--- config.mk ---
export PLATFORM = sky130hd
export DESIGN_NAME = npc_core
export DESIGN_NICKNAME = d
export VERILOG_FILES = /design/src/source/rv_pkg.sv /design/src/source/inst_decoder.sv /design/src/source/alu.sv /design/src/source/register_file.sv /design/src/source/mem_access_unit.sv /design/src/source/core_control.sv /design/src/source/npc_core.sv
export SDC_FILE = /design/constraint.sdc
export NUM_CORES = 2
export LEC_CHECK = 0
export ABC_CLOCK_PERIOD_IN_PS = 10600
export BUFFER_PORTS_ARGS = -buffer_cell sky130_fd_sc_hd__clkbuf_2
export CORE_MARGIN = 2
export CORE_UTILIZATION = 40
export DETAILED_ROUTE_END_ITERATION = 10
export PLACE_DENSITY_LB_ADDON = 0.3
export SETUP_SLACK_MARGIN = 0.3
export SKIP_LAST_GASP = 1
export SYNTH_ARGS = -nofsm -noshare
export SYNTH_HDL_FRONTEND = slang
export SYNTH_SLANG_ARGS = --single-unit
--- constraint.sdc ---
create_clock -name clk -period 10.6 [get_ports clk]
set_clock_uncertainty 0.2 [all_clocks]
set_input_delay 2.12 -clock clk [delete_from_list [all_inputs] [get_ports clk]]
set_output_delay 2.12 -clock clk [all_outputs]
set_load 0.02 [all_outputs]
--- src/source/rv_pkg.sv ---
package rv_pkg;

    localparam int xlen = 32;

    typedef logic [xlen-1:0]   word_t;
    typedef logic [4:0]        reg_addr_t;
    typedef logic [xlen/8-1:0] byte_mask_t;

    localparam word_t reset_pc    = 32'h8000_0000;
    localparam word_t ebreak_word = 32'h0010_0073;

    // major opcode classes, bits 6:0 of the instruction
    localparam logic [6:0] opc_op     = 7'b0110011;
    localparam logic [6:0] opc_op_imm = 7'b0010011;
    localparam logic [6:0] opc_load   = 7'b0000011;
    localparam logic [6:0] opc_store  = 7'b0100011;
    localparam logic [6:0] opc_branch = 7'b1100011;
    localparam logic [6:0] opc_jal    = 7'b1101111;
    localparam logic [6:0] opc_jalr   = 7'b1100111;
    localparam logic [6:0] opc_lui    = 7'b0110111;
    localparam logic [6:0] opc_auipc  = 7'b0010111;
    localparam logic [6:0] opc_system = 7'b1110011;

    typedef enum logic [3:0] {
        alu_add, alu_sub, alu_sll, alu_slt, alu_sltu, alu_xor,
        alu_srl, alu_sra, alu_or, alu_and, alu_eq, alu_ne
    } alu_op_t;

    typedef enum logic [1:0] {
        size_byte, size_half, size_word
    } mem_size_t;

    typedef struct packed {
        reg_addr_t rs1;
        reg_addr_t rs2;
        reg_addr_t rd;
        word_t     imm;
        alu_op_t   alu_op;
        logic      src1_is_pc;
        logic      src2_is_imm;
        logic      reg_wen;
        logic      is_load;
        logic      is_store;
        mem_size_t mem_size;
        logic      load_unsigned;
        logic      wb_from_mem;
        logic      wb_from_pc4;
        logic      wb_from_imm;
        logic      is_branch;
        // taken when the compare result is zero
        logic      branch_on_zero;
        logic      is_jal;
        logic      is_jalr;
        logic      is_ebreak;
    } decoded_t;

    typedef struct packed {
        word_t      addr;
        word_t      wdata;
        byte_mask_t wmask;
        logic       write;
    } mem_req_t;

    typedef enum logic [2:0] {
        st_fetch, st_execute, st_memory, st_writeback, st_halted
    } core_state_t;

endpackage

--- src/source/inst_decoder.sv ---
`timescale 1ns/100ps

module inst_decoder import rv_pkg::*; (
    input  word_t    inst,
    output decoded_t dec
);

    logic [127:0] opcode_d;
    logic [7:0]   f3_d;
    logic [127:0] f7_d;

    // one-hot expansions of the opcode, funct3 and bits 31:25
    assign opcode_d = 128'd1 << inst[6:0];
    assign f3_d     = 8'd1 << inst[14:12];
    assign f7_d     = 128'd1 << inst[31:25];

    logic cls_op, cls_imm, cls_load, cls_store, cls_branch;
    logic is_lui, is_auipc, is_jal, is_jalr, is_ebreak;
    logic is_add, is_sub, is_sll, is_slt, is_sltu, is_xor, is_srl, is_sra, is_or, is_and;
    logic is_addi, is_xori, is_andi, is_sltiu, is_slli, is_srli, is_srai;
    logic is_lw, is_lh, is_lhu, is_lbu, is_sw, is_sh, is_sb;
    logic is_beq, is_bne, is_blt, is_bge, is_bltu, is_bgeu;
    logic is_load, is_store, is_branch;
    word_t imm_i, imm_s, imm_b, imm_u, imm_j;

    assign cls_op     = opcode_d[opc_op];
    assign cls_imm    = opcode_d[opc_op_imm];
    assign cls_load   = opcode_d[opc_load];
    assign cls_store  = opcode_d[opc_store];
    assign cls_branch = opcode_d[opc_branch];

    assign is_lui    = opcode_d[opc_lui];
    assign is_auipc  = opcode_d[opc_auipc];
    assign is_jal    = opcode_d[opc_jal];
    assign is_jalr   = opcode_d[opc_jalr] & f3_d[0];
    assign is_ebreak = opcode_d[opc_system] & (inst == ebreak_word);

    // register ops, bit 30 picks sub and sra
    assign is_add  = cls_op & f3_d[0] & f7_d[0];
    assign is_sub  = cls_op & f3_d[0] & f7_d[32];
    assign is_sll  = cls_op & f3_d[1] & f7_d[0];
    assign is_slt  = cls_op & f3_d[2] & f7_d[0];
    assign is_sltu = cls_op & f3_d[3] & f7_d[0];
    assign is_xor  = cls_op & f3_d[4] & f7_d[0];
    assign is_srl  = cls_op & f3_d[5] & f7_d[0];
    assign is_sra  = cls_op & f3_d[5] & f7_d[32];
    assign is_or   = cls_op & f3_d[6] & f7_d[0];
    assign is_and  = cls_op & f3_d[7] & f7_d[0];

    assign is_addi  = cls_imm & f3_d[0];
    assign is_slli  = cls_imm & f3_d[1] & f7_d[0];
    assign is_sltiu = cls_imm & f3_d[3];
    assign is_xori  = cls_imm & f3_d[4];
    assign is_srli  = cls_imm & f3_d[5] & f7_d[0];
    assign is_srai  = cls_imm & f3_d[5] & f7_d[32];
    assign is_andi  = cls_imm & f3_d[7];

    assign is_lh  = cls_load & f3_d[1];
    assign is_lw  = cls_load & f3_d[2];
    assign is_lbu = cls_load & f3_d[4];
    assign is_lhu = cls_load & f3_d[5];
    assign is_sb  = cls_store & f3_d[0];
    assign is_sh  = cls_store & f3_d[1];
    assign is_sw  = cls_store & f3_d[2];

    assign is_beq  = cls_branch & f3_d[0];
    assign is_bne  = cls_branch & f3_d[1];
    assign is_blt  = cls_branch & f3_d[4];
    assign is_bge  = cls_branch & f3_d[5];
    assign is_bltu = cls_branch & f3_d[6];
    assign is_bgeu = cls_branch & f3_d[7];

    assign is_load   = is_lw | is_lh | is_lhu | is_lbu;
    assign is_store  = is_sw | is_sh | is_sb;
    assign is_branch = is_beq | is_bne | is_blt | is_bge | is_bltu | is_bgeu;

    assign imm_i = {{20{inst[31]}}, inst[31:20]};
    assign imm_s = {{20{inst[31]}}, inst[31:25], inst[11:7]};
    assign imm_b = {{20{inst[31]}}, inst[7], inst[30:25], inst[11:8], 1'b0};
    assign imm_u = {inst[31:12], 12'b0};
    assign imm_j = {{12{inst[31]}}, inst[19:12], inst[20], inst[30:21], 1'b0};

    always_comb begin
        dec     = '0;
        dec.rs1 = inst[19:15];
        dec.rs2 = inst[24:20];
        dec.rd  = inst[11:7];
        dec.imm = ({xlen{cls_imm | cls_load | is_jalr}} & imm_i)
                | ({xlen{cls_store}} & imm_s)
                | ({xlen{cls_branch}} & imm_b)
                | ({xlen{is_lui | is_auipc}} & imm_u)
                | ({xlen{is_jal}} & imm_j);

        // branches borrow the compare ops, beq tests ne for zero
        if (is_sub)                               dec.alu_op = alu_sub;
        else if (is_sll | is_slli)                dec.alu_op = alu_sll;
        else if (is_slt | is_blt | is_bge)        dec.alu_op = alu_slt;
        else if (is_sltu | is_sltiu | is_bltu | is_bgeu) dec.alu_op = alu_sltu;
        else if (is_xor | is_xori)                dec.alu_op = alu_xor;
        else if (is_srl | is_srli)                dec.alu_op = alu_srl;
        else if (is_sra | is_srai)                dec.alu_op = alu_sra;
        else if (is_or)                           dec.alu_op = alu_or;
        else if (is_and | is_andi)                dec.alu_op = alu_and;
        else if (is_beq | is_bne)                 dec.alu_op = alu_ne;
        else                                      dec.alu_op = alu_add;

        dec.src1_is_pc  = is_auipc;
        dec.src2_is_imm = is_auipc | is_addi | is_xori | is_andi | is_sltiu
                        | is_slli | is_srli | is_srai;
        dec.reg_wen = is_lui | is_auipc | is_jal | is_jalr | is_load
                    | is_add | is_sub | is_sll | is_slt | is_sltu | is_xor
                    | is_srl | is_sra | is_or | is_and | dec.src2_is_imm;

        dec.is_load       = is_load;
        dec.is_store      = is_store;
        dec.mem_size      = (is_lbu | is_sb) ? size_byte :
                            (is_lh | is_lhu | is_sh) ? size_half : size_word;
        dec.load_unsigned = is_lbu | is_lhu;

        dec.wb_from_mem    = is_load;
        dec.wb_from_pc4    = is_jal | is_jalr;
        dec.wb_from_imm    = is_lui;
        dec.is_branch      = is_branch;
        dec.branch_on_zero = is_beq | is_bge | is_bgeu;
        dec.is_jal         = is_jal;
        dec.is_jalr        = is_jalr;
        dec.is_ebreak      = is_ebreak;
    end

endmodule

--- src/source/alu.sv ---
`timescale 1ns/100ps

module alu import rv_pkg::*; (
    input  word_t   src1,
    input  word_t   src2,
    input  alu_op_t op,
    output word_t   result
);

    logic [4:0] shamt;

    assign shamt = src2[4:0];

    always_comb begin
        case (op)
            alu_add:  result = src1 + src2;
            alu_sub:  result = src1 - src2;
            alu_sll:  result = src1 << shamt;
            alu_slt:  result = word_t'($signed(src1) < $signed(src2));
            alu_sltu: result = word_t'(src1 < src2);
            alu_xor:  result = src1 ^ src2;
            alu_srl:  result = src1 >> shamt;
            alu_sra:  result = word_t'($signed(src1) >>> shamt);
            alu_or:   result = src1 | src2;
            alu_and:  result = src1 & src2;
            // compare results are 1 or 0
            alu_eq:   result = word_t'(src1 == src2);
            alu_ne:   result = word_t'(src1 != src2);
            default:  result = '0;
        endcase
    end

endmodule

--- src/source/register_file.sv ---
`timescale 1ns/100ps

module register_file import rv_pkg::*; (
    input  logic      clk,
    input  logic      wen,
    input  reg_addr_t waddr,
    input  word_t     wdata,
    input  reg_addr_t raddr1,
    input  reg_addr_t raddr2,
    output word_t     rdata1,
    output word_t     rdata2
);

    word_t regs [32];

    always_ff @(posedge clk) begin
        if (wen && waddr != '0) begin
            regs[waddr] <= wdata;
        end
    end

    // x0 is hardwired to zero
    assign rdata1 = (raddr1 == '0) ? '0 : regs[raddr1];
    assign rdata2 = (raddr2 == '0) ? '0 : regs[raddr2];

endmodule

--- src/source/mem_access_unit.sv ---
`timescale 1ns/100ps

module mem_access_unit import rv_pkg::*; (
    input  logic      clk,
    input  logic      reset,
    input  logic      start,
    input  logic      is_fetch,
    input  word_t     addr,
    input  word_t     store_data,
    input  logic      is_store,
    input  mem_size_t size,
    input  logic      load_unsigned,
    output logic      done,
    output word_t     load_data,
    output mem_req_t  mem_req,
    output logic      req,
    input  logic      ack,
    input  word_t     rdata
);

    logic       pending;
    logic       launch;
    logic       fetch_q;
    logic       unsigned_q;
    mem_size_t  size_q;
    logic [1:0] lane_q;
    mem_req_t   next_req;
    word_t      shifted;
    word_t      extended;

    // a start waits here until the previous ack has gone low
    assign launch = !req && !ack && (start || pending);

    always_comb begin
        next_req.addr  = {addr[xlen-1:2], 2'b00};
        next_req.write = !is_fetch && is_store;
        case (size)
            size_byte: begin
                next_req.wdata = {4{store_data[7:0]}};
                next_req.wmask = 4'b0001 << addr[1:0];
            end
            size_half: begin
                next_req.wdata = {2{store_data[15:0]}};
                next_req.wmask = 4'b0011 << {addr[1], 1'b0};
            end
            default: begin
                next_req.wdata = store_data;
                next_req.wmask = 4'b1111;
            end
        endcase
        if (!next_req.write) begin
            next_req.wmask = '0;
        end
    end

    // pick the addressed lane and extend it
    assign shifted = rdata >> {lane_q, 3'b000};

    always_comb begin
        case (size_q)
            size_byte: extended = {{24{!unsigned_q & shifted[7]}}, shifted[7:0]};
            size_half: extended = {{16{!unsigned_q & shifted[15]}}, shifted[15:0]};
            default:   extended = rdata;
        endcase
        if (fetch_q) begin
            extended = rdata;
        end
    end

    always_ff @(posedge clk) begin
        if (reset) begin
            req     <= 1'b0;
            done    <= 1'b0;
            pending <= 1'b0;
        end else begin
            done <= 1'b0;
            if (launch) begin
                req     <= 1'b1;
                pending <= 1'b0;
            end else if (start) begin
                pending <= 1'b1;
            end
            if (req && ack) begin
                req  <= 1'b0;
                done <= 1'b1;
            end
        end
    end

    // request payload only changes at launch, while req and ack are low
    always_ff @(posedge clk) begin
        if (launch) begin
            mem_req    <= next_req;
            fetch_q    <= is_fetch;
            unsigned_q <= load_unsigned;
            size_q     <= size;
            lane_q     <= addr[1:0];
        end
        if (req && ack) begin
            load_data <= extended;
        end
    end

endmodule

--- src/source/core_control.sv ---
`timescale 1ns/100ps

module core_control import rv_pkg::*; (
    input  logic     clk,
    input  logic     reset,
    input  decoded_t dec,
    input  word_t    alu_result,
    input  word_t    rs1_data,
    input  word_t    rs2_data,
    input  logic     mem_done,
    input  word_t    load_data,
    output word_t    inst,
    output word_t    alu_src1,
    output word_t    alu_src2,
    output logic     rf_wen,
    output word_t    rf_wdata,
    output logic     mem_start,
    output logic     mem_is_fetch,
    output word_t    mem_addr,
    output word_t    mem_store_data,
    output word_t    pc,
    output logic     halted
);

    core_state_t state;
    logic        issued;
    logic        branch_taken;
    word_t       pc_plus4;
    word_t       next_pc;

    assign pc_plus4 = pc + 32'd4;

    assign alu_src1 = dec.src1_is_pc ? pc : rs1_data;
    assign alu_src2 = dec.src2_is_imm ? dec.imm : rs2_data;

    assign branch_taken = dec.is_branch &&
                          (dec.branch_on_zero ? (alu_result == '0) : (alu_result != '0));

    assign next_pc = dec.is_jalr ? ((rs1_data + dec.imm) & ~word_t'(1)) :
                     (dec.is_jal || branch_taken) ? pc + dec.imm :
                     pc_plus4;

    // one start per bus transaction
    assign mem_start      = (state == st_fetch || state == st_memory) && !issued;
    assign mem_is_fetch   = (state == st_fetch);
    assign mem_addr       = mem_is_fetch ? pc : rs1_data + dec.imm;
    assign mem_store_data = rs2_data;

    assign rf_wen   = (state == st_writeback) && dec.reg_wen;
    assign rf_wdata = dec.wb_from_mem ? load_data :
                      dec.wb_from_pc4 ? pc_plus4 :
                      dec.wb_from_imm ? dec.imm :
                      alu_result;

    assign halted = (state == st_halted);

    always_ff @(posedge clk) begin
        if (reset) begin
            state  <= st_fetch;
            pc     <= reset_pc;
            issued <= 1'b0;
        end else begin
            if (mem_start) begin
                issued <= 1'b1;
            end else if (mem_done) begin
                issued <= 1'b0;
            end
            case (state)
                st_fetch: begin
                    if (mem_done) begin
                        state <= st_execute;
                    end
                end
                st_execute: begin
                    if (dec.is_ebreak) begin
                        state <= st_halted;
                    end else if (dec.is_load || dec.is_store) begin
                        state <= st_memory;
                    end else begin
                        state <= st_writeback;
                    end
                end
                st_memory: begin
                    if (mem_done) begin
                        state <= st_writeback;
                    end
                end
                st_writeback: begin
                    pc    <= next_pc;
                    state <= st_fetch;
                end
                // stays halted until reset
                default: state <= st_halted;
            endcase
        end
    end

    // instruction register
    always_ff @(posedge clk) begin
        if (state == st_fetch && mem_done) begin
            inst <= load_data;
        end
    end

endmodule

--- src/source/npc_core.sv ---
`timescale 1ns/100ps

module npc_core import rv_pkg::*; (
    input  logic     clk,
    input  logic     reset,
    output mem_req_t mem_req,
    output logic     req,
    input  logic     ack,
    input  word_t    rdata,
    output logic     halted,
    output word_t    pc
);

    word_t    inst;
    decoded_t dec;
    word_t    alu_src1;
    word_t    alu_src2;
    word_t    alu_result;
    word_t    rs1_data;
    word_t    rs2_data;
    logic     rf_wen;
    word_t    rf_wdata;
    logic     mem_start;
    logic     mem_is_fetch;
    word_t    mem_addr;
    word_t    mem_store_data;
    logic     mem_done;
    word_t    load_data;

    inst_decoder inst_decoder_i (
        .inst (inst),
        .dec  (dec)
    );

    alu alu_i (
        .src1   (alu_src1),
        .src2   (alu_src2),
        .op     (dec.alu_op),
        .result (alu_result)
    );

    register_file register_file_i (
        .clk    (clk),
        .wen    (rf_wen),
        .waddr  (dec.rd),
        .wdata  (rf_wdata),
        .raddr1 (dec.rs1),
        .raddr2 (dec.rs2),
        .rdata1 (rs1_data),
        .rdata2 (rs2_data)
    );

    mem_access_unit mem_access_unit_i (
        .clk           (clk),
        .reset         (reset),
        .start         (mem_start),
        .is_fetch      (mem_is_fetch),
        .addr          (mem_addr),
        .store_data    (mem_store_data),
        .is_store      (dec.is_store),
        .size          (dec.mem_size),
        .load_unsigned (dec.load_unsigned),
        .done          (mem_done),
        .load_data     (load_data),
        .mem_req       (mem_req),
        .req           (req),
        .ack           (ack),
        .rdata         (rdata)
    );

    core_control core_control_i (
        .clk            (clk),
        .reset          (reset),
        .dec            (dec),
        .alu_result     (alu_result),
        .rs1_data       (rs1_data),
        .rs2_data       (rs2_data),
        .mem_done       (mem_done),
        .load_data      (load_data),
        .inst           (inst),
        .alu_src1       (alu_src1),
        .alu_src2       (alu_src2),
        .rf_wen         (rf_wen),
        .rf_wdata       (rf_wdata),
        .mem_start      (mem_start),
        .mem_is_fetch   (mem_is_fetch),
        .mem_addr       (mem_addr),
        .mem_store_data (mem_store_data),
        .pc             (pc),
        .halted         (halted)
    );

endmodule

== Word level (Yosys, flattened, before mapping) ==
Memory sizes are Yosys's and may differ from the RTL's. A register that Yosys moved wholly into a read port is not among the register bits.
Cells that the tools add are included.
Storage, ports and cells
  flip-flop bits (word level): 176
  memory bits (writable): 1024
  output and inout port bits: 103
  memories: 1
Operators by class
  add/sub/neg operators: 5
  order comparisons: 2
  eq/ne operators: 22
  shift-type cells: 9
  multiplexer cells: 39
  bitwise operators: 107
  reduce and logical (&&, ||, !) cells: 31
Memories
  register_file_i.regs: words 32, width 32, read ports 2, clocked after Yosys merged registers in 2, write ports 1, line register_file.sv:14  | word_t regs [32];
Operators with widths (number)
  $pmux W32 S12: 1
  $mux W32: 11
  $and A32 B32 Y32: 6
  $or A32 B32 Y32: 5
  $shl A1 B7 Y116 const A: 1
  $add A32 B32 Y32: 3
  $pmux W36 S2: 1
  $lt A32 B32 Y1: 2
  $pmux W32 S2: 1
  $or A1 B1 Y1: 51
  $and A1 B1 Y1: 44
  $mux W4: 10
  $shl A1 B7 Y33 const A: 1
  $add A32 B3 Y32 const B: 1
  $eq A32 B21 Y1 const B: 1
  $eq A32 B32 Y1: 1
  $logic_not A32 Y1: 1
  $ne A32 B32 Y1: 1
  $reduce_bool A32 Y1: 1
  $shl A32 B5 Y32: 1
  $shr A32 B5 Y16: 1
  $shr A32 B5 Y32: 1
  $sshr A32 B5 Y32: 1
  $sub A32 B32 Y32: 1
  other kinds (29): 67

== Logic depth before layout (Yosys ltp) ==
  depth after elaboration: 21
  depth in mapped cells: 35

== Modules after synthesis ==
A second synthesis with hierarchy kept.
Unflattened totals
  cell total of the unflattened synthesis: 5512
  area total of the unflattened synthesis: 71743.8 µm²
Modules (own cells, without submodules)
  register_file: instances 1, cells each 2564, area each 47929.7 µm², sequential area each 30749.5 µm²
  alu: instances 1, cells each 1277, area each 9168.8 µm², sequential area each 0.0 µm²
  core_control: instances 1, cells each 1209, area each 9102.5 µm², sequential area each 1681.6 µm²
  mem_access_unit: instances 1, cells each 305, area each 4468.0 µm², sequential area each 3213.1 µm²
  inst_decoder: instances 1, cells each 157, area each 1074.8 µm², sequential area each 0.0 µm²

== Worst setup path after synthesis ==
No wires, ideal clock.
  kind: register to register
  from: register (tool-made name)
  to: register core_control_i.pc[29]
  arrival: 8407 ps
  slack: 1876 ps
  cell stages (with the launch flop): 35
  path buffers: 9
  period minus slack after synthesis: 8724 ps
  cell sequence: dfxtp_1 > buf_2 > buf_4 > buf_2 > buf_2 > clkbuf_1 > buf_1 > mux4_2 > mux4_2 > mux2_2 > nand2_1 > o21ai_0 > ha_1 > clkbuf_1 > nor2_1 > o21a_1 > or4_1 > o21ai_1 > a31oi_1 > a221oi_1 > o21ai_1 > a221o_1 > a21oi_1 > o211ai_1 > a211o_1 > nor4b_1 > nand4_1 > nor4b_2 > a21boi_1 > or4_1 > buf_2 > nand3_4 > buf_6 > nand3_1 > a32o_1
RTL lines
  end signal: assignment: line core_control.sv:60  | pc <= reset_pc;
  end signal: assignment: line core_control.sv:89  | pc <= next_pc;
  end: declaration: line core_control.sv:21  | output word_t pc,

==> reports/summary.txt <==
CP max stage cell -> a2111oi_0
hold_sp -> mem_access_unit_i.load_data[9]$_DFFE_PP_
filler-free cell count of the finished design -> 7950
fillers -> 15627
Setup-failing EPs final -> 0
Synth Register Bits -> 1210
Max FO, Critical Path -> 31
hold violation count in the final report -> 0
Period minus WS final -> 9450 ps
required time of the critical path -> 11060 ps
startpoint types -> register
fin util -> 44.9%
vias post-DR -> 52743
setup bufs post-CTS -> 0
post-synth top area share -> 50.0%
Max IR drop VDD -> 0.150 mV
Synth Flop Type -> edfxtp_1
Gate Count Post-Synth -> 5386
number of iterations in the first detailed-routing pass -> 8
Final WS setup -> 1150 ps
Port-buffer cells -> 135
H-tree depth -> 4
most common library cells after synthesis -> 1161 x edfxtp_1, 473 x mux2i_1, 439 x nand2_1, 433 x mux4_2, 369 x nor2_1
detailed placer's ending HPWL -> 187000 microns
Synth Cell Area -> 0.0697 sq mm
clk slew on worst S/H paths -> 60 ps
post-synthesis sequential area ratio -> 51.4%
Least-Margin Pin Slew -> 1380 ps
core footprint -> 0.174 sq mm
Int Pwr -> 8.53 mW
Sink Count -> 1210
ys async rst share -> 0%
grt ovf -> 0
Routed WL -> 280000 microns
vias in the first global route -> 50430
top-count cell post-synth -> edfxtp_1
largest net degree at the start of global routing -> 128
dpl ws -> 1390 ps
max_cap viols -> 0
reg2reg setup slack -> 1150 ps
die area -> 0.178 sq mm
CTS Buf Count -> 130
Area Overhead vs Synth -> 11.8%
Yosys top cell by area -> edfxtp_1
multi-input logic area -> 0.0322 sq mm
num ports -> 138
Synth warnings -> 0
fmax -> 106 MHz
initial core utilization -> 40.2%
EDFF count, synth -> 1161
root buffer cell -> clkbuf_16
tightest slew margin relative to the limit -> 7.79%
CP Buf/Inv Count -> 3
Setup Total Neg Slack -> 0 ps
Placer Congestion -> 1.07
status -> complete, no violations
# DRC -> 0
Synth area leaders -> edfxtp_1 50%, mux4_2 14%, mux2i_1 6.8%, ha_1 2.9%, nand2_1 2.4%
wire per inst -> 35.2 microns
WP data arrival -> 9920 ps
reg2reg path depth -> 28
HP Class -> reg -> reg
placed cells -> 7720
Switching Share -> 27.2%
Worst Hold End -> core_control_i.inst[9]$_DFFE_PP_
Max Slew Vio Count -> 0
die width -> 422 microns
PD cells -> 150 mW/mm^2
TritonCTS clock tree -> done
Avg Inst Size Synth -> 12.9 sq um
Clk pwr share -> 37.5%
FF/Latch Area -> 0.0359 sq mm
crit end category -> register
post-CTS sizing -> 0
crit share post-route -> 89.2%
Yosys cell types -> 100
row count -> 153
drt via density -> 6.63
hold path cells -> 0
Worst Setup Path Type -> reg -> reg
RSZ-0062 raised after global routing -> no
P_leak -> 27.5 nW
Total GRT Usage -> 30.6%
Starting DRT DRC Count -> 8082
Die Y -> 422 microns
antenna violations before repair -> 12
Hold Buf Count CTS -> 0
post-route ant nets -> 0
FF-to-FF End -> core_control_i.pc[31]$_SDFFE_PP1P_
Sw Pwr -> 3.18 mW
Pwr Total -> 11.7 mW
share of layout cells above drive strength 1 -> 20.6%
delay-heaviest family, CP -> simple AND/OR/NAND/NOR gates
max incr delay on CP -> 830 ps
Nets -> 5729
sequential power share -> 47.7%
Comb pwr share -> 14.7%
Max clock buf depth -> 3
first-pass GRT wire length -> 387000 microns
worst skew pair latency -> 790 ps
==> layout make-up <==
type | count | area share, %
diodes | 5 | 0.0160
clock buffers | 162 | 4.49
clock inverters | 63 | 0.660
inverters | 156 | 0.757
multi-input cells | 3683 | 41.3
flip-flops and latches | 1210 | 46.0
well taps | 2325 | 3.73
repair buffers | 346 | 3.07
==> state kept, by name, indices dropped and copies added (netlist names), 2 cells and up, named ones only <==
name / flops
mem_access_unit_i.load_data: 32
core_control_i.state: 3
mem_access_unit_i.size_q: 2
core_control_i.pc: 32
register_file_i.regs: 1024
mem_access_unit_i.mem_req: 67
core_control_i.inst: 32
mem_access_unit_i.lane_q: 2
==> power by group through the flow <==
stage	sequential (mW)	combinational, mW	clock, mW
after floorplan	5.70	0.977	0
after global placement	5.69	1.65	0
after detailed placement	5.69	1.66	0
after CTS	5.59	1.67	4.44
after global routing	5.60	1.81	4.62
final	5.59	1.73	4.40
==> metal layers <==
metal	track usage (%)	up-vias	share of wire (%)
met4	20.3	12	7.8
met5	0	-	0.029
li1	-	21507	-
met2	47.8	3529	45
met1	37.7	26835	36
met3	7.64	860	11
==> worst register-to-register path, delay by kind of cell (launching register included) <==
kind / cells / cell delay (ps)
AND/OR/NAND/NOR: 12 / 3320
AO/OA/AOI/OAI: 8 / 2170
multiplexers: 4 / 1630
buffers and inverters: 3 / 910
flip-flops: 1 / 730
adder cells (fa/ha/maj): 1 / 370
==> kinds of logic (layout without fill, tap and decap cells) <==
family,count (synthesis),in the layout,synth area share (%)
flops,1210,1210,51.4
simple gates,1243,1243,8.21
compound gates,1195,1195,11.2
xor+xnor,86,86,1.08
mux,958,958,21.7
fa+ha+maj,167,167,3.04
buf+inv,526,727,3.42
other cells,1,39,0.00538
==> per-stage QoR <==
stage                     hold WS (ps)  area (sq um)
final                              266         78000
after global routing               272         78000
after CTS                          267         77900
after detailed placement           253         73900
after global placement             253         73900
after floorplan                    227         69900
==> how the worst max path moves through the flow <==
stage / from / end / slack (ps) / cells past startpoint
after detailed placement: register / core_control_i.pc[31]$_SDFFE_PP1P_ / 1390 / 27
after global routing: register / core_control_i.pc[31]$_SDFFE_PP1P_ / 720 / 27
after CTS: register / core_control_i.pc[31]$_SDFFE_PP1P_ / 1350 / 28
after floorplan: register / core_control_i.pc[29]$_SDFFE_PP0P_ / 1880 / 34
final: register / core_control_i.pc[31]$_SDFFE_PP1P_ / 1150 / 28
after global placement: register / core_control_i.pc[31]$_SDFFE_PP1P_ / 1410 / 28
==> cells in the final DEF (no fill, tap or decap), drive strengths merged, types with 47 or more instances in the layout <==
cell type and n:
mux4 433, mux2i 478, a22oi 139, nand2 441, nand3 66, nor2 370
edfxtp 1161, a21oi 296, o21ai 241, nor3 84, mux2 47, buf 211
ha 163, clkbuf 297, o22ai 63, dfxtp 49, inv 164, a21o 50
xnor2 50
(Power assumes the default switching activity.)
